===== config.mk =====
export PLATFORM = sky130hd
export DESIGN_NAME = lsu_ctrl
export DESIGN_NICKNAME = d
export VERILOG_FILES = /design/src/lsu_pkg.sv /design/src/lsu_ctrl.sv
export VERILOG_INCLUDE_DIRS = /design/src /design/src/src
export SDC_FILE = /design/constraint.sdc
export NUM_CORES = 1
export LEC_CHECK = 0
export ABC_CLOCK_PERIOD_IN_PS = 2400
export BUFFER_PORTS_ARGS = -buffer_cell sky130_fd_sc_hd__buf_2
export CAP_MARGIN = 25
export CORE_AREA = 2 2 133 135
export CTS_CLUSTER_DIAMETER = 50
export DETAILED_ROUTE_END_ITERATION = 10
export DIE_AREA = 0 0 135 137
export PLACE_DENSITY = 0.43
export SLEW_MARGIN = 10
export SYNTH_ARGS = -nofsm -noshare
export SYNTH_HDL_FRONTEND = slang
export SYNTH_SLANG_ARGS = --single-unit

===== constraint.sdc =====
create_clock -name i_clk -period 2.4 [get_ports i_clk]
set_input_delay 0.36 -clock i_clk [delete_from_list [all_inputs] [get_ports i_clk]]
set_output_delay 0.36 -clock i_clk [all_outputs]
set_load 0.1 [all_outputs]

===== src/lsu_cfg.svh =====
// Size definitions for the load/store unit, included by the RTL and the bench.
`ifndef LSU_CFG_SVH
`define LSU_CFG_SVH

// Data path width.
`define LSU_XLEN 64

// Request tag width.
`define LSU_TAG_W 4

// Request queue depth, also the credits the issue side starts with.
`define LSU_REQ_DEPTH 4

// Response credits held by the unit after reset.
`define LSU_RSP_CREDITS 2

// Data memory size in 64-bit words. Index is addr[..:3] modulo this.
`define LSU_MEM_WORDS 256

`endif


===== src/lsu_pkg.sv =====
// Shared request, response, register and state types; import into any LSU module.
`include "lsu_cfg.svh"

package lsu_pkg;

  // ~~~~~~~~~~~~~~~~~~~~~~~~~~~~~~~~~~~~~~~~~~~~~~~~~~~~~~~~~~~~~~~~~~~~~~~~~~~~
  // Encodings
  // ~~~~~~~~~~~~~~~~~~~~~~~~~~~~~~~~~~~~~~~~~~~~~~~~~~~~~~~~~~~~~~~~~~~~~~~~~~~~

  // Memory op, stores look at the size only.
  typedef enum logic [2:0] {
    BYTE_S = 3'd0,
    BYTE_U = 3'd1,
    HALF_S = 3'd2,
    HALF_U = 3'd3,
    WORD_S = 3'd4,
    WORD_U = 3'd5,
    DOUBLE = 3'd6,
    NONE   = 3'd7
  } mem_op_e;

  typedef enum logic [1:0] {IDLE, ACCESS, RESP} lsu_state_e;

  typedef enum logic [1:0] {
    REG_CTRL       = 2'd0,
    REG_FAULT_CNT  = 2'd1,
    REG_FAULT_ADDR = 2'd2
  } reg_addr_e;

  // ~~~~~~~~~~~~~~~~~~~~~~~~~~~~~~~~~~~~~~~~~~~~~~~~~~~~~~~~~~~~~~~~~~~~~~~~~~~~
  // Channel and sideband types
  // ~~~~~~~~~~~~~~~~~~~~~~~~~~~~~~~~~~~~~~~~~~~~~~~~~~~~~~~~~~~~~~~~~~~~~~~~~~~~

  typedef struct packed {
    logic                  is_store;
    mem_op_e               op;
    logic [`LSU_XLEN-1:0]  addr;
    logic [`LSU_XLEN-1:0]  wdata;
    logic [`LSU_TAG_W-1:0] tag;
  } lsu_req_t;

  typedef struct packed {
    logic [`LSU_TAG_W-1:0] tag;
    logic [`LSU_XLEN-1:0]  rdata;
    logic                  fault;
  } lsu_rsp_t;

  typedef struct packed {
    logic enable;
  } lsu_cfg_t;

  typedef struct packed {
    logic                 valid;
    logic [`LSU_XLEN-1:0] addr;
  } lsu_fault_t;

endpackage


===== src/lsu_ctrl.sv =====
// Access FSM; sequences one memory access per request and returns credited responses.
`timescale 1ns/1ns
`include "lsu_cfg.svh"

module lsu_ctrl import lsu_pkg::*; (
  input  logic                 i_clk,
  input  logic                 i_arst_n,
  input  lsu_req_t             i_head,
  input  logic                 i_head_valid,
  output logic                 o_pop,
  input  lsu_cfg_t             i_cfg,
  input  logic                 i_misaligned,
  input  logic [`LSU_XLEN-1:0] i_ext_data,
  output logic                 o_mem_we,
  output logic                 o_mem_re,
  output lsu_fault_t           o_fault,
  output logic                 o_rsp_valid,
  output lsu_rsp_t             o_rsp,
  input  logic                 i_rsp_credit
);

  localparam int CRED_W = $clog2(`LSU_RSP_CREDITS + 1);

  lsu_state_e        state;
  lsu_state_e        state_nxt;
  logic [CRED_W-1:0] rsp_cred;
  logic              in_resp;
  logic              start;

  assign in_resp = (state == RESP);
  assign start   = i_head_valid && i_cfg.enable && (rsp_cred != '0);

  // ~~~~~~~~~~~~~~~~~~~~~~~~~~~~~~~~~~~~~~~~~~~~~~~~~~~~~~~~~~~~~~~~~~~~~~~~~~~~
  // State machine
  // ~~~~~~~~~~~~~~~~~~~~~~~~~~~~~~~~~~~~~~~~~~~~~~~~~~~~~~~~~~~~~~~~~~~~~~~~~~~~

  always_comb begin
    state_nxt = state;
    case (state)
      IDLE:    if (start) state_nxt = ACCESS;
      ACCESS:  state_nxt = RESP;
      RESP:    state_nxt = IDLE;
      default: state_nxt = IDLE;
    endcase
  end

  always_ff @(posedge i_clk or negedge i_arst_n) begin
    if (!i_arst_n) begin
      state    <= IDLE;
      rsp_cred <= CRED_W'(`LSU_RSP_CREDITS);
    end else begin
      state <= state_nxt;
      // Spend and refund in one cycle cancel out.
      if (in_resp && !i_rsp_credit)      rsp_cred <= rsp_cred - 1'b1;
      else if (!in_resp && i_rsp_credit) rsp_cred <= rsp_cred + 1'b1;
    end
  end

  // Memory is only touched by a well-formed access.
  assign o_mem_we = (state == ACCESS) && i_head.is_store && !i_misaligned;
  assign o_mem_re = (state == ACCESS) && !i_head.is_store && !i_misaligned;

  // ~~~~~~~~~~~~~~~~~~~~~~~~~~~~~~~~~~~~~~~~~~~~~~~~~~~~~~~~~~~~~~~~~~~~~~~~~~~~
  // Response and fault event
  // ~~~~~~~~~~~~~~~~~~~~~~~~~~~~~~~~~~~~~~~~~~~~~~~~~~~~~~~~~~~~~~~~~~~~~~~~~~~~

  assign o_pop       = in_resp; // Head leaves the queue with its response.
  assign o_rsp_valid = in_resp;

  always_comb begin
    o_rsp.tag   = i_head.tag;
    o_rsp.fault = i_misaligned;
    // Stores and faults return zero data.
    if (i_head.is_store || i_misaligned) o_rsp.rdata = '0;
    else                                 o_rsp.rdata = i_ext_data;
  end

  assign o_fault.valid = in_resp && i_misaligned;
  assign o_fault.addr  = i_head.addr;

endmodule


==> reports/results.txt <==
status: completed
number of CTS-inserted buffers: 3
RD Place Congestion: 0.657
Final Worst Setup Slack: 0.565 ns
P_leak: 0.978 nW
Worst R2R End: rsp_cred[1]
Final Hold Viols: 0
setup TNS: 0 ns
footprint of the multi-input gates: 509 um^2
I/O pin cnt: 344
hold buffers post-CTS: 1
clk root buf: clkbuf_16
hold_ws: 0.374 ns
Die H: 137 um
Ys Warns: 0
CP Data Required Time: 2.04 ns
RSZ-0062 raised after global routing: false
syn avg cell area: 7.49 um^2
Die ar.: 18,500 um^2
CP max FO: 45
DRT iter0 DRCs: 22
Slew HR: 66.6%
HP Class: input port to flop
PortBufs: 140
Chip Width: 135 um
Netlist cell types: 16
achievable clock frequency: 545 MHz
Post-Synthesis Cells: 160
register area: 101 um^2
H-tree depth: 1
initial antenna violation count: 0
Final Slew Violations: 0
Skew-Pair Late Insertion Delay: 0.23 ns
P per Cell Area: 582 nW/um^2
share of cells above drive strength 1: 64.3%
Tmin final: 1.84 ns
clk buf depth: 2
fin area: 1710 um^2
Post-DRT Antenna Nets: 0
Ant. Diodes: 0
Area growth syn-to-layout: 42.9%
VDD IR max: 0.000227 V
final layout net count: 438
Min-Delay Path Depth: 3
total power: 996 uW
Placed Area: 1620 um^2
Worst Tran Pin Value: 0.505 ns
fin cells: 455
final WL: 3390 um
DR WL/cell: 7.45 um
Core Util, Final: 10.0%
Synth Cell Area: 1200 um^2
CTS sink count: 4
GR Overflow Total: 0
WP data arrival: 1.48 ns
clk_skew: 0.00375 ns
period utilization: 76.5%
HP Start: i_cfg
Worst setup EP type: output port
RR Startpoint: state[1]
most frequent cells in the layout: buf_2 (140), and2_1 (66), clkbuf_16 (3), dfrtp_1 (3)
setup slack, reg-to-reg: 1.22 ns
# fillers: 1,991
post-synthesis sequential area ratio: 8.46%
first-pass GRT wire length: 4130 um
placed wire-length estimate: 2940 um
largest net degree at the start of global routing: 46
Pre-Repair DR Iteration Count: 4
worst slack at placement: 0.544 ns
Vias/cell: 2.54
commonest non-fill, non-tap cell in the layout: buf_2
TritonCTS clock tree: done
crit path kind: input port to output port
# resized after CTS: 0
number of global-route vias before repair: 902
Final setup viols: 0
Synth Register Bits: 4
std cell rows: 48
DRC Markers: 0
R2R cell count: 4
post-synthesis net count: 367
via count: 1,155
Hold EP: state[0]
total track usage: 2.93%
post-CTS setup buffer count: 0
placed cell count: 450
CP Launch Type: input port
clk slew on worst S/H paths: 0.03 ns
core area: 17,100 um^2
initial core utilization: 7.03%
max cap viols: 0
## layer usage
layer	vias up	part of all wire [%]	track usage, %
met5	-	0	0
met4	0	2.4	1.85
li1	546	-	-
met3	10	15	0.963
met2	121	55	6.80
met1	478	27	1.71
## kinds of logic (layout without fill, tap and decap cells)
group / after synthesis / in the layout / synth area share (%)
xor gates and xnor gates: 3 / 3 / 2.19
adders and majority gates: 1 / 1 / 1.04
buffers and inverters: 78 / 148 / 50.1
DFF: 4 / 4 / 8.46
and+or+nand+nor: 74 / 74 / 38.2
## cell usage after synthesis
library cell	number	share of area, %
and2_1	66	34
and3b_1	1	0.73
buf_4	70	44
buf_6	6	5.6
clkbuf_1	1	0.31
dfrtp_1	3	6.3
dfstp_2	1	2.2
ha_1	1	1.0
inv_1	1	0.31
nand2_1	1	0.31
nor2_1	2	0.63
nor2_2	1	0.52
nor2b_1	2	1.0
nor4_1	1	0.52
xnor2_1	2	1.5
xor2_1	1	0.73
## layout make-up
class                      instances  share of cell area, %
timing repair buffer             143                   43.1
multi-input combinational         78                   29.7
tap                              225                   16.4
sequential                         4                   5.92
clock buffer                       4                   4.60
inverter                           1                  0.219
## report_power, final
group | total [mW] | switching [mW] | leakage (nW) | internal, mW
Combinational | 0.607 | 0.472 | 0.891 | 0.135
Clock | 0.267 | 0.0479 | 0.0382 | 0.219
Sequential | 0.122 | 0.0222 | 0.0490 | 0.0994
Total | 0.996 | 0.542 | 0.978 | 0.454
## how the worst max path moves through the flow
stage | from | to | slack, ns | cells past startpoint
2_1_floorplan | state[0] | o_fault[64] | 0.26 | 2
3_3_place_gp | i_misaligned | o_rsp[38] | 0.53 | 5
3_5_place_dp | i_misaligned | o_rsp[38] | 0.54 | 5
4_1_cts | i_misaligned | o_rsp[38] | 0.54 | 5
5_1_grt | state[0] | o_mem_we | 0.48 | 3
6_report | i_misaligned | o_rsp[38] | 0.56 | 5
## worst max-delay path, stage by stage
cell and delay, ns:
buf_2 0.13, nor2_4 0.14, buf_12 0.18, and2_1 0.20, buf_2 0.44
## state kept, by name, summed over array words and instances (netlist names)
register	flops
rsp_cred	2
state	2
Note: power is estimated with default switching activity, not from simulation.
