### src/lsu_cfg.svh
// Size definitions for the load/store unit, included by the RTL and the bench.
`ifndef LSU_CFG_SVH
`define LSU_CFG_SVH

// Data path width.
`define LSU_XLEN 64

// Request tag width.
`define LSU_TAG_W 4

// Request queue depth, also the credits the issue side starts with.
`define LSU_REQ_DEPTH 4

// Response credits held by the unit after reset.
`define LSU_RSP_CREDITS 2

// Data memory size in 64-bit words. Index is addr[..:3] modulo this.
`define LSU_MEM_WORDS 256

`endif

### src/lsu_pkg.sv
// Shared request, response, register and state types; import into any LSU module.
`include "lsu_cfg.svh"

package lsu_pkg;

  // ~~~~~~~~~~~~~~~~~~~~~~~~~~~~~~~~~~~~~~~~~~~~~~~~~~~~~~~~~~~~~~~~~~~~~~~~~~~~
  // Encodings
  // ~~~~~~~~~~~~~~~~~~~~~~~~~~~~~~~~~~~~~~~~~~~~~~~~~~~~~~~~~~~~~~~~~~~~~~~~~~~~

  // Memory op, stores look at the size only.
  typedef enum logic [2:0] {
    BYTE_S = 3'd0,
    BYTE_U = 3'd1,
    HALF_S = 3'd2,
    HALF_U = 3'd3,
    WORD_S = 3'd4,
    WORD_U = 3'd5,
    DOUBLE = 3'd6,
    NONE   = 3'd7
  } mem_op_e;

  typedef enum logic [1:0] {IDLE, ACCESS, RESP} lsu_state_e;

  typedef enum logic [1:0] {
    REG_CTRL       = 2'd0,
    REG_FAULT_CNT  = 2'd1,
    REG_FAULT_ADDR = 2'd2
  } reg_addr_e;

  // ~~~~~~~~~~~~~~~~~~~~~~~~~~~~~~~~~~~~~~~~~~~~~~~~~~~~~~~~~~~~~~~~~~~~~~~~~~~~
  // Channel and sideband types
  // ~~~~~~~~~~~~~~~~~~~~~~~~~~~~~~~~~~~~~~~~~~~~~~~~~~~~~~~~~~~~~~~~~~~~~~~~~~~~

  typedef struct packed {
    logic                  is_store;
    mem_op_e               op;
    logic [`LSU_XLEN-1:0]  addr;
    logic [`LSU_XLEN-1:0]  wdata;
    logic [`LSU_TAG_W-1:0] tag;
  } lsu_req_t;

  typedef struct packed {
    logic [`LSU_TAG_W-1:0] tag;
    logic [`LSU_XLEN-1:0]  rdata;
    logic                  fault;
  } lsu_rsp_t;

  typedef struct packed {
    logic enable;
  } lsu_cfg_t;

  typedef struct packed {
    logic                 valid;
    logic [`LSU_XLEN-1:0] addr;
  } lsu_fault_t;

endpackage

### src/lsu_regs.sv
// Control and status registers; enable for the FSM, fault count and last fault address.
`timescale 1ns/1ns
`include "lsu_cfg.svh"

module lsu_regs import lsu_pkg::*; (
  input  logic                 i_clk,
  input  logic                 i_arst_n,
  input  logic                 i_we,
  input  reg_addr_e            i_addr,
  input  logic [`LSU_XLEN-1:0] i_wdata,
  output logic [`LSU_XLEN-1:0] o_rdata,
  output lsu_cfg_t             o_cfg,
  input  lsu_fault_t           i_fault
);

  logic                 enable;
  logic [`LSU_XLEN-1:0] fault_cnt;
  logic [`LSU_XLEN-1:0] fault_addr;

  always_ff @(posedge i_clk or negedge i_arst_n) begin
    if (!i_arst_n) begin
      enable     <= 1'b0;
      fault_cnt  <= '0;
      fault_addr <= '0;
    end else begin
      if (i_we && (i_addr == REG_CTRL)) enable <= i_wdata[0];
      if (i_fault.valid) begin
        fault_addr <= i_fault.addr;
        if (fault_cnt != '1) fault_cnt <= fault_cnt + 1'b1; // Saturates.
      end
    end
  end

  assign o_cfg.enable = enable;

  // Read mux, unmapped address reads zero.
  always_comb begin
    case (i_addr)
      REG_CTRL:       o_rdata = {{(`LSU_XLEN-1){1'b0}}, enable};
      REG_FAULT_CNT:  o_rdata = fault_cnt;
      REG_FAULT_ADDR: o_rdata = fault_addr;
      default:        o_rdata = '0;
    endcase
  end

endmodule

### config.mk
export PLATFORM = sky130hd
export DESIGN_NAME = lsu_regs
export DESIGN_NICKNAME = d
export VERILOG_FILES = /design/src/lsu_pkg.sv /design/src/lsu_regs.sv
export VERILOG_INCLUDE_DIRS = /design/src /design/src/src
export SDC_FILE = /design/constraint.sdc
export NUM_CORES = 1
export LEC_CHECK = 0
export ABC_AREA = 1
export BUFFER_PORTS_ARGS = -buffer_cell sky130_fd_sc_hd__buf_2
export CAP_MARGIN = 20
export CORE_ASPECT_RATIO = 2
export CORE_MARGIN = 5
export CORE_UTILIZATION = 58
export DETAILED_ROUTE_END_ITERATION = 8
export GPL_TIMING_DRIVEN = 0
export PLACE_DENSITY = 0.86
export SLEW_MARGIN = 25
export SYNTH_ARGS = -nofsm -noshare
export SYNTH_HDL_FRONTEND = slang
export SYNTH_SLANG_ARGS = --single-unit
### constraint.sdc
create_clock -name i_clk -period 2.69 [get_ports i_clk]
set_input_delay 0.4035 -clock i_clk [delete_from_list [all_inputs] [get_ports i_clk]]
set_output_delay 0.4035 -clock i_clk [all_outputs]
set_load 0.02 [all_outputs]
==> impl_metrics.toml, run 1 <==
[clock_tree]
cts_root_buf = "clkbuf_16"
worstSkewPairLatency_ns = 0.44
htree_levels = 4
cts_setup_buffers = 0
cts_tree = "done"
clock_path_buffers = 2
clkSlewWorstSetupHoldPaths_ns = 0.06
cts_buffers = 17
cts_resized = 0
cts_hold_buf = 1
cts_sinks = 129

[grt]
use_met2 = 0.673
grt_util_met1 = 0.401
grt_pass1_wl_um = 46600
grt_overflow = 0
grt_start_max_net_pins = 73
track_usage = 0.391
antenna_found_initial = 0
grt_pass1_vias = 8671
grt_util_met3 = 0.0860
busiest_layer = "met2"

[critical_path]
rr_endpoint = "fault_cnt[40]"
crit_family = "buffers and inverters"
reg2reg_from = "fault_cnt[0]"
endpoint_kind = "primary output"
reg2reg_slack_ns = 0.25
cp_data_required_time_ns = 2.29
crit_arrival_ns = 2.07
crit_fanout = 10
critPathKind = "in -> out"
reg2reg_depth = 9
cp_common_cell = "buf_2"
cp-start-kind = "input port"
path_buf_inv = 4
cpPeakStageDelay_ns = 0.76
path_cells = "buf_2, inv_1, nand2_1, clkbuf_1, o22ai_1, buf_2"
cp.depth = 6
cpMaxStageDelayCell = "clkbuf_1"

[placement]
dpl_cell_area_um2 = 8620
dp_worst_setup_slack_ns = 0.288
dp_hpwl_um = 23300
globalplace.congestion = 1.07
portBuffers = 134

[status]
status = "complete, no violations"

[sta]
final_min_period_over_clock_period = 0.919
post-route-min-period_ns = 2.47
relSlewSlack = 0.309
fmax_mhz = 405
setup_viol = 0
hold_viol = 0
fin_skew_ns = 0.0109
maxSlewViolCount = 0
worst_slew_pin_slew_ns = 1.04
rsz0062_at_grt = "false"
fin_tns_setup_ns = 0
fin_ws_ns = 0.219

[synth]
yosysUniqueCellTypes = 27
yosysWarnings = 0
avgSynthCellArea_um2 = 6.98
syn_area_um2 = 7730
synthFlopType = "dfrtp_1"
syn_inst = 1107
syn_nets = 1242
synthTopCellsByArea = "dfrtp_1 (42%), nand2_1 (18%), inv_1 (7.3%)"
ys_ff_latch = 129
seq_area_frac_synth = 0.418
ys_async_sr_fraction = 1.00
yosysTopAreaCellShare = 0.418
synth.largest_area_cell = "dfrtp_1"
synth-edff-count = 0

[layout]
syn2layout_area_growth_pct = 19.3
final_nets = 1397
drive_gt1_frac = 0.183
layout_commonest_cell = "nand2_1"
final_cell_mix = "nand2_1 (363), inv_1 (151), buf_2 (136)"
fin_area_um2 = 9210
antenna_cells = 0

[route]
num_vias = 8407
drcViolationCount = 0
wl_per_cell_um = 21.2
drt_iter0_drc = 594
routed_wl_um = 30200
viasPerCell = 5.90
antenna_left = 0
dr.pass1.iters = 6

[floorplanning]
initial_core_util = 0.591
core_area_um2 = 13100
die_x_um = 91.6
dieArea_um2 = 15900
ios = 199
num_rows = 59
fp.dieH_um = 173

[pwr]
vdd_drop_max_mv = 0.444
leakagePower_uw = 0.00441
power.density_nw_per_um2 = 614

[hold_path]
min_from = "i_fault[4]"
hold_path.class = "in -> reg"
hold_end = "fault_addr[4]"
worstHoldPathCells = 3

[flow_run]
max-cap-violations = 0
## flip-flops by register name, summed over array words and instances (netlist names)
| register | flops |
|---|---|
| o_cfg | 1 |
| fault_addr | 64 |
| fault_cnt | 64 |
## worst min-delay path: stages
cell     delay (ns)
buf_2          0.07
nand2_1        0.04
o21ai_0        0.05
## stage by stage
| stage | util | cells | hold slack, ns | total power, uW |
|---|---|---|---|---|
| 2_1_floorplan | - | 1107 | 0.108 | 2920 |
| 3_3_place_gp | 0.657 | 1393 | 0.476 | 3280 |
| 3_5_place_dp | 0.660 | 1394 | 0.365 | 3310 |
| 4_1_cts | 0.705 | 1426 | 0.172 | 5630 |
| 5_1_grt | 0.705 | 1426 | 0.185 | 5870 |
| 6_report | 0.705 | 1426 | 0.169 | 5660 |
## metal layers
layer  vias to the layer above  share of wire
li1                       3846              -
met1                      3915           0.32
met2                       493           0.51
met3                       153          0.076
met4                         0          0.092
met5                         -              0
## kinds of logic (layout without fill, tap and decap cells)
| family | after synthesis | count (layout) | share of synthesized area |
|---|---|---|---|
| AOI/OAI and AO/OA | 177 | 177 | 0.142 |
| muxes | 1 | 1 | 0.00146 |
| buffers and inverters | 190 | 357 | 0.101 |
| DFF | 129 | 129 | 0.418 |
| adders and majority gates | 1 | 1 | 0.00162 |
| xor gates and xnor gates | 16 | 16 | 0.0181 |
| and+or+nand+nor | 593 | 593 | 0.319 |
## layout make-up
| class | count | area, um^2 |
|---|---|---|
| buffer | 36 | 199 |
| timing repair buffer | 136 | 718 |
| clock buffer | 17 | 425 |
| inverter | 154 | 578 |
| sequential | 129 | 3230 |
| multi-input combinational | 788 | 3720 |
| tap | 152 | 190 |
| clock inverter | 14 | 154 |
| fill | 1099 | 3850 |
## synth_stat cells, types with 2 or more instances
| master | n |
|---|---|
| a21oi_1 | 2 |
| buf_2 | 3 |
| buf_6 | 8 |
| clkbuf_1 | 25 |
| dfrtp_1 | 129 |
| inv_1 | 151 |
| inv_2 | 3 |
| nand2_1 | 363 |
| nand2_2 | 4 |
| nand2_4 | 2 |
| nand3_1 | 53 |
| nand3b_1 | 8 |
| nand4_1 | 19 |
| nor2_1 | 129 |
| nor2_2 | 7 |
| nor2_4 | 4 |
| nor3_1 | 2 |
| o21ai_0 | 79 |
| o21ai_2 | 34 |
| o22ai_1 | 61 |
| xor2_1 | 15 |
## worst max-delay path by stage
stage | from | to | slack, ns
final | i_addr[0] | o_rdata[26] | 0.22
after global placement | i_arst_n | fault_cnt[61] | -0.52
after global routing | fault_cnt[0] | fault_cnt[56] | 0.12
after detailed placement | fault_cnt[0] | fault_cnt[40] | 0.29
after CTS | fault_cnt[0] | fault_cnt[40] | 0.26
after floorplan | fault_cnt[0] | fault_cnt[45] | 0.87
## power breakdown
part,switching [uW],leakage [uW],total (uW),internal [uW]
clock,975,0.000282,2350,1370
sequential,170,0.00164,2300,2130
combinational,675,0.00249,1010,330
Note: power is estimated with default switching activity, not from simulation.
==> inputs of run 2 (changes only) <==
- CORE_ASPECT_RATIO: 2 -> unset
- CORE_UTILIZATION: 58 -> 60
- CTS_BUF_LIST: unset -> sky130_fd_sc_hd__clkbuf_4
- PLACE_DENSITY: 0.86 -> 0.89
==> run 2 against run 1 <==
  * Combinational power hardly changed
  * Worst setup slack worse by 0.10 ns
  * Final cell count is 1.4% higher
  * Routed wire length is 7.4% lower
  * Global-route usage is 1.1 points lower
  * Die area is 3.9% lower
==> impl_metrics.toml, run 2 (synthesis gave the netlist of run 1 again) <==
[status]
status = "complete, no violations"

[critical_path]
crit_fanout = 10
cp-start-kind = "input port"
critPathKind = "in -> out"
reg2reg_slack_ns = 0.19
critPathLaunch = "i_addr[1]"
cp_data_required_time_ns = 2.29
crit_arrival_ns = 2.17
reg2reg_depth = 9
rr_endpoint = "fault_cnt[59]"
endpoint_kind = "primary output"
reg2reg_from = "fault_cnt[2]"

[sta]
fin_ws_ns = 0.119
post-route-min-period_ns = 2.57
relSlewSlack = 0.355
maxSlewViolCount = 0
fmax_mhz = 389
timing.hold.ws_ns = 0.0196
worst_slew_pin_slew_ns = 0.968
hold_viol = 0
fin_skew_ns = 0.0164
rsz0062_at_grt = "false"
setup_viol = 0
final_min_period_over_clock_period = 0.956

[clock_tree]
cts_root_buf = "clkbuf_4"
cts_hold_buf = 1
cts_sinks = 129
cts_tree = "done"
cts_buffers = 17
clkSlewWorstSetupHoldPaths_ns = 0.12
clock_path_buffers = 2
worstSkewPairLatency_ns = 0.58
cts_resized = 0
cts_setup_buffers = 0
htree_levels = 4

[route]
wl_per_cell_um = 19.3
drcViolationCount = 0
num_vias = 8233
drt_iter0_drc = 871
dr.pass1.iters = 6
antenna_left = 0
viasPerCell = 5.69
routed_wl_um = 28000

[layout]
syn2layout_area_growth_pct = 15.5
drive_gt1_frac = 0.182
multi_input_area_um2 = 3720
regArea_um2 = 3230
layout_commonest_cell = "nand2_1"
fillCellCount = 1050
finalNonFillerCells = 1446
final_nets = 1397
antenna_cells = 0
final_cell_mix = "nand2_1 (363), inv_1 (151), buf_2 (136)"

[grt]
grt_pass1_wl_um = 42400
use_met2 = 0.591
busiest_layer = "met2"
grt_overflow = 0
antenna_found_initial = 1
track_usage = 0.379
grt_util_met1 = 0.502
grt_util_met3 = 0.0686
grt_pass1_vias = 7780
grt_start_max_net_pins = 89

[pwr]
vdd_drop_max_mv = 0.391
leakagePower_uw = 0.00427
power.density_nw_per_um2 = 517

[floorplanning]
num_rows = 41
fp.dieH_um = 123
dieArea_um2 = 15200
ios = 199
core_area_um2 = 12600
die_x_um = 123
initial_core_util = 0.612

[hold_path]
min_from = "i_fault[3]"
hold_end = "fault_addr[3]"
worstHoldPathCells = 3
hold_path.class = "in -> reg"

[placement]
portBuffers = 134
dp.cells = 1414
dp_hpwl_um = 21500
globalplace.congestion = 1.01
dp_worst_setup_slack_ns = 0.222

[flow_run]
max-cap-violations = 0
[run 2: changes by cell type in the layout (fill, tap and decap cells not counted)]
cell	change
clkbuf_16	-17
clkbuf_4	+20
clkinv_1	+1
clkinv_2	+1
inv_6	-4
inv_8	-1
[run 2: where the power goes]
part           leakage (uW)  switching (uW)  internal (uW)  total [uW]
Sequential          0.00164             169           2130        2300
Clock              0.000146             760            568        1330
Combinational       0.00249             657            330         987
[run 2: worst max-delay path, cell delays in order]
cell	delay, ns
buf_2	0.09
inv_1	0.08
nand2_1	0.38
clkbuf_1	0.78
o22ai_1	0.20
buf_2	0.23
[run 2: metrics by stage]
step	util	instance area, um^2	total power (uW)	setup TNS (ns)
after floorplan	-	7730	2920	0
after detailed placement	0.685	8650	3300	0
after global placement	0.682	8610	3260	-62.55
after CTS	0.707	8930	4590	0
final	0.707	8930	4610	0
after global routing	0.707	8930	4810	0
[run 2: layer usage]
layer / part of all wire / routed length (um)
met4: 0.051 / 1430
met1: 0.40 / 11300
met5: 0.00046 / 13
met3: 0.096 / 2670
met2: 0.45 / 12500
[run 2: how the worst max path moves through the flow]
stage / cells after the start / to / slack, ns
after CTS: 6 / o_rdata[43] / 0.22
after detailed placement: 6 / o_rdata[43] / 0.22
after global routing: 11 / fault_cnt[56] / 0.05
final: 6 / o_rdata[16] / 0.12
after global placement: 1 / fault_addr[31] / -0.50
after floorplan: 11 / fault_cnt[45] / 0.87
[run 2: area by class of cell]
| class | count | share of cell area |
|---|---|---|
| multi-input combinational | 788 | 0.417 |
| timing repair buffer | 136 | 0.0805 |
| tap | 172 | 0.0241 |
| buffer | 36 | 0.0223 |
| inverter | 154 | 0.0648 |
| clock buffer | 20 | 0.0168 |
| sequential | 129 | 0.362 |
| clock inverter | 11 | 0.0130 |
