==> config.mk <==
export PLATFORM = sky130hd
export DESIGN_NAME = lsu_align
export DESIGN_NICKNAME = d
export VERILOG_FILES = /design/src/lsu_pkg.sv /design/src/lsu_align.sv
export VERILOG_INCLUDE_DIRS = /design/src /design/src/src
export SDC_FILE = /design/constraint.sdc
export NUM_CORES = 1
export LEC_CHECK = 0
export ABC_AREA = 1
export BUFFER_PORTS_ARGS = -buffer_cell sky130_fd_sc_hd__buf_2
export CORE_AREA = 2 2 135 137
export DETAILED_ROUTE_END_ITERATION = 8
export DIE_AREA = 0 0 137 139
export GPL_ROUTABILITY_DRIVEN = 0
export GPL_TIMING_DRIVEN = 1
export PLACE_DENSITY = 0.66
export RECOVER_POWER = 25
export REMOVE_ABC_BUFFERS = 1
export SYNTH_ARGS = -nofsm -noshare
export SYNTH_HDL_FRONTEND = slang
export SYNTH_SLANG_ARGS = --single-unit
==> constraint.sdc <==
create_clock -name vclk -period 2.3
set_input_delay 0.115 -clock vclk [all_inputs]
set_output_delay 0.115 -clock vclk [all_outputs]
set_load 0.01 [all_outputs]
==> src/lsu_cfg.svh <==
// Size definitions for the load/store unit, included by the RTL and the bench.
`ifndef LSU_CFG_SVH
`define LSU_CFG_SVH

// Data path width.
`define LSU_XLEN 64

// Request tag width.
`define LSU_TAG_W 4

// Request queue depth, also the credits the issue side starts with.
`define LSU_REQ_DEPTH 4

// Response credits held by the unit after reset.
`define LSU_RSP_CREDITS 2

// Data memory size in 64-bit words. Index is addr[..:3] modulo this.
`define LSU_MEM_WORDS 256

`endif

==> src/lsu_pkg.sv <==
// Shared request, response, register and state types; import into any LSU module.
`include "lsu_cfg.svh"

package lsu_pkg;

  // ~~~~~~~~~~~~~~~~~~~~~~~~~~~~~~~~~~~~~~~~~~~~~~~~~~~~~~~~~~~~~~~~~~~~~~~~~~~~
  // Encodings
  // ~~~~~~~~~~~~~~~~~~~~~~~~~~~~~~~~~~~~~~~~~~~~~~~~~~~~~~~~~~~~~~~~~~~~~~~~~~~~

  // Memory op, stores look at the size only.
  typedef enum logic [2:0] {
    BYTE_S = 3'd0,
    BYTE_U = 3'd1,
    HALF_S = 3'd2,
    HALF_U = 3'd3,
    WORD_S = 3'd4,
    WORD_U = 3'd5,
    DOUBLE = 3'd6,
    NONE   = 3'd7
  } mem_op_e;

  typedef enum logic [1:0] {IDLE, ACCESS, RESP} lsu_state_e;

  typedef enum logic [1:0] {
    REG_CTRL       = 2'd0,
    REG_FAULT_CNT  = 2'd1,
    REG_FAULT_ADDR = 2'd2
  } reg_addr_e;

  // ~~~~~~~~~~~~~~~~~~~~~~~~~~~~~~~~~~~~~~~~~~~~~~~~~~~~~~~~~~~~~~~~~~~~~~~~~~~~
  // Channel and sideband types
  // ~~~~~~~~~~~~~~~~~~~~~~~~~~~~~~~~~~~~~~~~~~~~~~~~~~~~~~~~~~~~~~~~~~~~~~~~~~~~

  typedef struct packed {
    logic                  is_store;
    mem_op_e               op;
    logic [`LSU_XLEN-1:0]  addr;
    logic [`LSU_XLEN-1:0]  wdata;
    logic [`LSU_TAG_W-1:0] tag;
  } lsu_req_t;

  typedef struct packed {
    logic [`LSU_TAG_W-1:0] tag;
    logic [`LSU_XLEN-1:0]  rdata;
    logic                  fault;
  } lsu_rsp_t;

  typedef struct packed {
    logic enable;
  } lsu_cfg_t;

  typedef struct packed {
    logic                 valid;
    logic [`LSU_XLEN-1:0] addr;
  } lsu_fault_t;

endpackage

==> src/lsu_align.sv <==
// Store lane and mask builder plus load field extraction; purely combinational.
`timescale 1ns/1ns
`include "lsu_cfg.svh"

module lsu_align import lsu_pkg::*; (
  input  lsu_req_t                           i_req,
  input  logic [`LSU_XLEN-1:0]               i_rword,
  output logic [$clog2(`LSU_MEM_WORDS)-1:0]  o_index,
  output logic [`LSU_XLEN-1:0]               o_wdata,
  output logic [7:0]                         o_wmask,
  output logic [`LSU_XLEN-1:0]               o_rdata,
  output logic                               o_misaligned
);

  localparam int IDX_W = $clog2(`LSU_MEM_WORDS);
  localparam int XL    = `LSU_XLEN;

  logic [2:0]    offs;
  logic [7:0]    base_mask;
  logic [2:0]    low_bits; // Address bits that must be zero for this size.
  logic [XL-1:0] shifted;

  assign offs    = i_req.addr[2:0];
  assign o_index = i_req.addr[3 +: IDX_W];

  // ~~~~~~~~~~~~~~~~~~~~~~~~~~~~~~~~~~~~~~~~~~~~~~~~~~~~~~~~~~~~~~~~~~~~~~~~~~~~
  // Size decode and alignment check
  // ~~~~~~~~~~~~~~~~~~~~~~~~~~~~~~~~~~~~~~~~~~~~~~~~~~~~~~~~~~~~~~~~~~~~~~~~~~~~

  always_comb begin
    base_mask = 8'h00;
    low_bits  = 3'b000;
    case (i_req.op)
      BYTE_S, BYTE_U: base_mask = 8'h01;
      HALF_S, HALF_U: begin
        base_mask = 8'h03;
        low_bits  = 3'b001;
      end
      WORD_S, WORD_U: begin
        base_mask = 8'h0f;
        low_bits  = 3'b011;
      end
      DOUBLE: begin
        base_mask = 8'hff;
        low_bits  = 3'b111;
      end
      default: base_mask = 8'h00;
    endcase
  end

  assign o_misaligned = (i_req.op == NONE) || ((offs & low_bits) != 3'b000);

  // Empty mask on a bad access, so nothing can land in memory.
  assign o_wmask = o_misaligned ? 8'h00 : (base_mask << offs);
  assign o_wdata = i_req.wdata << {offs, 3'b000};

  // ~~~~~~~~~~~~~~~~~~~~~~~~~~~~~~~~~~~~~~~~~~~~~~~~~~~~~~~~~~~~~~~~~~~~~~~~~~~~
  // Load extraction
  // ~~~~~~~~~~~~~~~~~~~~~~~~~~~~~~~~~~~~~~~~~~~~~~~~~~~~~~~~~~~~~~~~~~~~~~~~~~~~

  assign shifted = i_rword >> {offs, 3'b000}; // Field down to bit 0.

  always_comb begin
    case (i_req.op)
      BYTE_S:  o_rdata = {{(XL-8){shifted[7]}}, shifted[7:0]};
      BYTE_U:  o_rdata = {{(XL-8){1'b0}}, shifted[7:0]};
      HALF_S:  o_rdata = {{(XL-16){shifted[15]}}, shifted[15:0]};
      HALF_U:  o_rdata = {{(XL-16){1'b0}}, shifted[15:0]};
      WORD_S:  o_rdata = {{(XL-32){shifted[31]}}, shifted[31:0]};
      WORD_U:  o_rdata = {{(XL-32){1'b0}}, shifted[31:0]};
      DOUBLE:  o_rdata = shifted;
      default: o_rdata = '0;
    endcase
  end

endmodule

==> results of run 1 <==
per-stage QoR:
stage | instance area (µm²) | worst slack, ns | std cells | hold WS [ns]
after global placement | 5650 | 0.147 | 1374 | 0.230
final | 5630 | 0.256 | 1375 | 0.230
after floorplan | 3820 | 0.0171 | 851 | 0.230
after CTS | 5650 | 0.128 | 1374 | 0.230
after global routing | 5630 | 0.0893 | 1374 | 0.230
after detailed placement | 5650 | 0.131 | 1374 | 0.230
kinds of logic (layout without fill, tap and decap cells):
| group | Yosys count | after routing | share of synthesized area, % |
|---|---|---|---|
| other | 0 | 1 | 0 |
| buffers and inverters | 128 | 333 | 14.8 |
| AO/OA/AOI/OAI | 202 | 202 | 24.3 |
| AND/OR/NAND/NOR | 593 | 593 | 57.0 |
| multiplexers | 17 | 17 | 3.95 |
placed cells by master, fill, tap and decap left out, types with 17 or more instances in the layout:
| cell type | instances |
|---|---|
| nor2_1 | 80 |
| mux2i_1 | 17 |
| nand3_1 | 94 |
| o21ai_0 | 85 |
| buf_2 | 259 |
| nand2_1 | 376 |
| inv_1 | 32 |
| buf_4 | 21 |
| a21oi_1 | 59 |
| o21ai_1 | 43 |
metal layers:
layer	GRT usage (%)	vias to the layer above	wire length, µm
met4	5.48	2	476
met2	33.3	375	9090
met5	0	-	13
met1	24.9	3046	8330
li1	-	3457	-
met3	6.87	41	2630
area by class of cell:
class                      instances  area (µm²)
timing repair buffer             294        1510
multi-input combinational        812        3680
fill                            2089       12000
tap                              229         287
inverter                          39         154
antenna                            1        2.50
power by group:
group | internal, µW | switching [µW] | leakage [µW] | total [µW]
sequential | 0 | 0 | 0 | 0
clock | 0.0000581 | 0 | 0.00000000634 | 0.0000581
combinational | 477 | 828 | 0.00331 | 1310
total | 477 | 828 | 0.00331 | 1310
worst max path at each step:
stage             endpoint       start  slack, ns  cells past startpoint
2_1_floorplan  o_rdata[32]  i_req[132]       0.02                      3
3_3_place_gp   o_rdata[51]   i_req[68]       0.15                     12
3_5_place_dp   o_rdata[61]   i_req[68]       0.13                     12
4_1_cts        o_rdata[61]   i_req[68]       0.13                     12
5_1_grt         o_rdata[1]   i_req[68]       0.09                      8
6_report        o_rdata[1]   i_req[68]       0.26                      8
==> impl_metrics.csv, run 1 <==
group,metric,value,unit
outcome,status,"complete, no violations",
critical_path,crit_family,"buffers and inverters",
global_route,grt_first_pass_wirelength,31500,µm
finish,n_clock_buffer,0,
logic_synthesis,synth_commonest_cells,"376 x nand2_1, 94 x nand3_1, 80 x nor2_1, 80 x o21ai_0, 59 x a21oi_1",
critical_path,arrival,1.93,ns
logic_synthesis,synth_top_area_cell,"nand2_1",
drt,drtIter0Drc,492,
drt,dr.pass1.iters,5,
logic_synthesis,synth_area,4310,µm²
critical_path,crit_fanout,71,
finish,drive_gt1_share,28.0,%
critical_path,crit_required,2.18,ns
logic_synthesis,syn_avg_cell_area,4.58,µm²
placed_design,dp_hpwl,15900,µm
pwr,p_leak,0.00331,µW
hold_path,hp-start,"i_req[78]",
drt,num_vias,6921,
global_route,grt_overflow_total,0,
drt,drc_errors,0,
critical_path,path_class,"in -> out",
timing,worst_slew_pin_slew,0.708,ns
logic_synthesis,yosys_warnings,0,
logic_synthesis,yosysMostFrequentCell,"nand2_1",
floorplanning,chipHeight,139,µm
critical_path,startpoint_type,"primary input",
placed_design,port_buffers,271,
drt,finalWirelength,20500,µm
cts,hold_buffers,0,
global_route,antenna_found_initial,2,
pwr,ir_drop,0.0892,mV
floorplanning,core,17700,µm²
floorplanning,floorplan.initialDensity,24.4,%
floorplanning,fp-row-count,49,
critical_path,critPathMaxStageDelay,0.56,ns
logic_synthesis,yosysSeqAreaShare,0,%
critical_path,path_buf_inv,3,
critical_path,crit_top_cell,"buf_4",
global_route,grt_usage,20.2,%
floorplanning,die_area,19000,µm²
logic_synthesis,yosysUniqueCellTypes,24,
drt,antenna_left,0,
timing,final-setup-viol-count,0,
floorplanning,die_w,137,µm
timing,period_share,88.9,%
pwr,power,1310,µW
floorplanning,ios,345,
finish,syn_to_final_growth,30.7,%
logic_synthesis,syn_inst,940,
timing,rsz0062_at_grt,"no",
timing,min_period,2.04,ns
cts,post-cts-setup-buffers,0,
drt,wl_per_cell,14.9,µm
global_route,grt_start_max_net_pins,72,
finish,regArea,0,µm²
critical_path,crit_chain,"buf_4 > buf_4 > nand2_1 > nand3_1 > o21ai_0 > and2_1 > nor3_1 > buf_2",
timing,timing.fmax,0.489,GHz
timing,hold_viol,0,
finish,fin_util,31.9,%
hold_path,min_to,"o_index[7]",
logic_synthesis,synth_area_leaders,"nand2_1 33%, nand3_1 11%, o21ai_0 9.3%",
hold_path,holdPathStages,0,
hold_path,hold_class,"in -> out",
timing,drv_slew,0,
drt,via_per_inst,5.03,
critical_path,crit_path_end_kind,"output port",
cts,ctsResizeCount,0,
finish,finalNetCount,1347,
pwr,p_per_area,232,nW/µm²
logic_synthesis,synth_top_area_share,32.8,%
critical_path,cp_slowest_cell,"buf_4",
global_route,grt_pass1_vias,6342,
flow_run,drv_cap,0,
timing,setup_tns,0,ns
timing,relSlewSlack,52.8,%
finish,design.seq.count,0,
Power figures use the tool's default switching activity.
==> inputs of run 2 (changes only) <==
==> constraint.sdc (replaced) <==
create_clock -name vclk -period 2.3
set_input_delay 0.115 -clock vclk [all_inputs]
set_output_delay 0.115 -clock vclk [all_outputs]
set_load 0.005 [all_outputs]
==> run 2 against run 1 <==
Hold slack about the same. Sequential share of layout area is the same. Routed wire length up 1.7%. Via count decreased by 0.46%. Worst setup slack worse by 0.0096 ns. Clock-buffer cell count unchanged. Die area unchanged. Total power decreased by 6.2%. Cell area is 0.40% higher. Global-route usage grew 0.11 points. First-iteration DRC count shrank 6.5%. Utilization grew 0.13 points.
==> impl_metrics.csv, run 2 (synthesized netlist as in run 1, its figures left out) <==
group,metric,value,unit
outcome,status,"complete, no violations",
floorplanning,fp-row-count,49,
global_route,grt_overflow_total,0,
finish,syn_to_final_growth,31.3,%
critical_path,crit_required,2.18,ns
critical_path,startpoint_type,"primary input",
critical_path,cp_slowest_cell,"buf_4",
critical_path,crit_chain,"buf_4 > inv_2 > buf_4 > nand2_1 > nand3_1 > o21ai_0 > and2_1 > nor3_1 > buf_2",
timing,setup_tns,0,ns
finish,finalNetCount,1344,
timing,relSlewSlack,42.7,%
global_route,grt_pass1_vias,6135,
finish,drive_gt1_share,28.2,%
critical_path,crit_top_cell,"buf_4",
finish,final_cell_mix,"376 x nand2_1, 259 x buf_2, 94 x nand3_1",
global_route,grt_first_pass_wirelength,31400,µm
drt,via_per_inst,5.02,
drt,drc_errors,0,
cts,hold_buffers,0,
hold_path,holdPathStages,0,
floorplanning,die_w,137,µm
finish,mostFrequentLayoutCell,"nand2_1",
floorplanning,floorplan.initialDensity,24.4,%
timing,timing.fmax,0.487,GHz
finish,design.seq.count,0,
placed_design,placed_area,5660,µm²
critical_path,crit_family,"buffers and inverters",
global_route,antenna_found_initial,2,
pwr,power,1220,µW
critical_path,path_class,"in -> out",
timing,rsz0062_at_grt,"no",
timing,final-setup-viol-count,0,
timing,holdWs,0.230,ns
pwr,p_per_area,217,nW/µm²
critical_path,crit_fanout,32,
placed_design,port_buffers,271,
drt,drtIter0Drc,460,
drt,finalWirelength,20900,µm
timing,period_share,89.3,%
critical_path,critPathMaxStageDelay,0.42,ns
floorplanning,chipHeight,139,µm
pwr,p_leak,0.00333,µW
timing,drv_slew,0,
finish,fin_area,5660,µm²
floorplanning,ios,345,
timing,worst_slew_pin_slew,0.859,ns
timing,min_period,2.05,ns
hold_path,hold_class,"in -> out",
finish,regArea,0,µm²
finish,n_clock_buffer,0,
critical_path,path_buf_inv,4,
flow_run,drv_cap,0,
cts,ctsResizeCount,0,
drt,wl_per_cell,15.2,µm
pwr,ir_drop,0.0861,mV
critical_path,arrival,1.94,ns
drt,dr.pass1.iters,5,
finish,diodes,0,
floorplanning,core,17700,µm²
critical_path,crit_path_end_kind,"output port",
global_route,grt_usage,20.3,%
timing,hold_viol,0,
floorplanning,die_area,19000,µm²
placed_design,dp_hpwl,15500,µm
drt,num_vias,6889,
critical_path,path_depth,9,
drt,antenna_left,0,
global_route,grt_start_max_net_pins,132,
cts,post-cts-setup-buffers,0,
run 2: routing by layer:
metal  vias up  part of all wire, %  global-route usage (%)
met4         2                  2.1                    3.96
met2       388                   46                    34.4
li1       3451                    -                       -
met3        37                   13                    6.91
met1      3011                   39                    24.9
met5         -                0.062                       0
run 2: worst paths after layout:
| check | startpoint | end | slack [ns] |
|---|---|---|---|
| hold / removal | i_req[78] | o_index[7] | 0.23 |
| setup / recovery | i_req[68] | o_rdata[1] | 0.25 |
run 2: layout make-up:
class | instances | area, µm²
Tap cell | 229 | 287
Timing Repair Buffer | 291 | 1540
Fill cell | 2089 | 12000
Inverter | 39 | 154
Multi-Input combinational cell | 812 | 3680
run 2: power by group:
group / total, µW / internal [µW] / switching, µW / leakage [µW]
Sequential: 0 / 0 / 0 / 0
Combinational: 1220 / 479 / 746 / 0.00333
Clock: 0 / 0 / 0 / 0
Total: 1220 / 479 / 746 / 0.00333
run 2: per-stage QoR:
step / utilization [%] / setup WS [ns] / instances
after floorplan: - / 0.0425 / 851
after global placement: 32.1 / 0.113 / 1371
after detailed placement: 32.1 / 0.110 / 1371
after CTS: 32.1 / 0.110 / 1371
after global routing: 32.0 / 0.0352 / 1371
final: 32.0 / 0.246 / 1371
==> inputs of run 3 (changes only) <==
==> constraint.sdc (replaced) <==
create_clock -name vclk -period 2.3
set_input_delay 0.46 -clock vclk [all_inputs]
set_output_delay 0.46 -clock vclk [all_outputs]
set_load 0.005 [all_outputs]
==> run 3 against run 2 <==
Clock-buffer cell count stayed put. Routed wire length increased by 3.6%. Total power grew 10%. Global-route usage shrank 0.16 points. Sequential share of layout area stayed put. Critical path depth shrank 1.
==> impl_metrics.csv, run 3 (synthesized netlist as in run 1, its figures left out) <==
group,metric,value,unit
floorplanning,chipHeight,139,µm
drt,num_vias,7069,
floorplanning,fp-row-count,49,
finish,mostFrequentLayoutCell,"nand2_1",
global_route,grt_overflow_total,0,
drt,wl_per_cell,15.4,µm
timing,drv_slew,0,
floorplanning,die_w,137,µm
global_route,antenna_found_initial,2,
global_route,grt_first_pass_wirelength,31300,µm
pwr,share_comb_of_total_power,100.0,%
global_route,grt_usage,20.2,%
drt,drtIter0Drc,564,
timing,period_share,96.7,%
timing,relSlewSlack,67.3,%
finish,n_clock_buffer,0,
critical_path,crit_fanout,76,
drt,dr.pass1.iters,5,
global_route,grt_start_max_net_pins,78,
hold_path,hold_class,"in -> out",
critical_path,crit_end,"o_rdata[34]",
critical_path,startpoint_type,"primary input",
drt,drc_errors,0,
floorplanning,ios,345,
placed_design,port_buffers,271,
drt,via_per_inst,5.04,
critical_path,arrival,1.76,ns
pwr,p_clk_share,0,%
floorplanning,die_area,19000,µm²
pwr,p_per_area,218,nW/µm²
pwr,p_leak,0.00362,µW
finish,design.seq.count,0,
finish,regArea,0,µm²
timing,timing.fmax,0.450,GHz
placed_design,placed_area,5990,µm²
drt,antenna_left,0,
pwr,switching_share,57.6,%
timing,rsz0062_at_grt,"yes",
timing,hold_viol,0,
pwr,ir_drop,0.0727,mV
critical_path,path_class,"in -> out",
timing,final-setup-viol-count,0,
flow_run,drv_cap,0,
critical_path,crit_required,1.84,ns
outcome,status,"complete, no violations",
finish,final_cell_mix,"376 x nand2_1, 270 x buf_2, 92 x nand3_1",
placed_design,dp_hpwl,16100,µm
finish,fin_area,6190,µm²
floorplanning,core,17700,µm²
finish,finalNetCount,1375,
pwr,p_sw,779,µW
finish,drive_gt1_share,31.0,%
critical_path,crit_path_end_kind,"output port",
floorplanning,floorplan.initialDensity,24.4,%
pwr,pwr-share-seq,0,%
pwr,p_int,574,µW
timing,min_period,2.22,ns
finish,syn_to_final_growth,43.8,%
timing,worst_slew_pin_slew,0.491,ns
drt,finalWirelength,21600,µm
finish,fin_util,35.1,%
global_route,grt_pass1_vias,6125,
critical_path,critical_path.startpoint,"i_req[69]",
==> run 3: cell types whose count changed in the layout (fill, tap and decap cells not counted), sizes merged <==
cell	change
diode	+1
buf	+37
clkbuf	-7
bufbuf	+1
==> run 3: layer usage <==
layer / vias up / track usage [%] / part of all wire, %
met5: - / 0 / 0.060
met4: 2 / 3.64 / 1.7
met3: 31 / 7.57 / 13
met2: 388 / 34.5 / 47
met1: 3132 / 24.1 / 38
li1: 3516 / - / -
==> run 3: power groups by stage <==
| stage | clock network [µW] | registers, µW | logic [µW] |
|---|---|---|---|
| 5_1_grt | 0 | 0 | 1500 |
| 3_5_place_dp | 0 | 0 | 1290 |
| 6_report | 0.0000582 | 0 | 1350 |
| 4_1_cts | 0 | 0 | 1310 |
| 2_1_floorplan | 0 | 0 | 606 |
| 3_3_place_gp | 0 | 0 | 1280 |
==> run 3: area by class of cell <==
class	instances	area [µm²]
fill	2050	11500
multi-input combinational	812	3700
timing repair buffer	322	2040
tap	229	287
inverter	39	164
antenna	1	2.50
==> run 3: metrics by stage <==
step | setup slack, ns | std cells | power [µW] | setup TNS [ns] | hold slack (ns)
3_3_place_gp | -0.00889 | 1396 | 1280 | -0.00889 | 0.920
3_5_place_dp | -0.0301 | 1396 | 1290 | -0.0301 | 0.920
2_1_floorplan | -0.647 | 851 | 606 | -24.90 | 0.920
4_1_cts | -0.00167 | 1397 | 1310 | -0.00167 | 0.920
5_1_grt | -0.0266 | 1402 | 1500 | -0.245 | 0.920
6_report | 0.0766 | 1403 | 1350 | 0 | 0.920
==> run 3: worst min-delay path by stage <==
stage / startpoint / to / depth (start not counted)
after detailed placement: i_req[78] / o_index[7] / 0
final: i_req[78] / o_index[7] / 0
after global routing: i_req[78] / o_index[7] / 0
after CTS: i_req[78] / o_index[7] / 0
after global placement: i_req[78] / o_index[7] / 0
after floorplan: i_req[71] / o_index[0] / 0
==> run 3: what timing repair did <==
action,4_1_cts,5_1_grt
cloned,1,5
setup buffers,0,0
hold buffers,0,0
setup endpoints to repair,1,71
gates resized for setup,1,12
==> run 3: worst max-delay path: stages <==
cell,delay (ns)
buf_2,0.20
buf_12,0.31
nand2_1,0.13
nand2_1,0.12
nor2_1,0.05
a21oi_1,0.22
nand2_2,0.07
buf_2,0.12
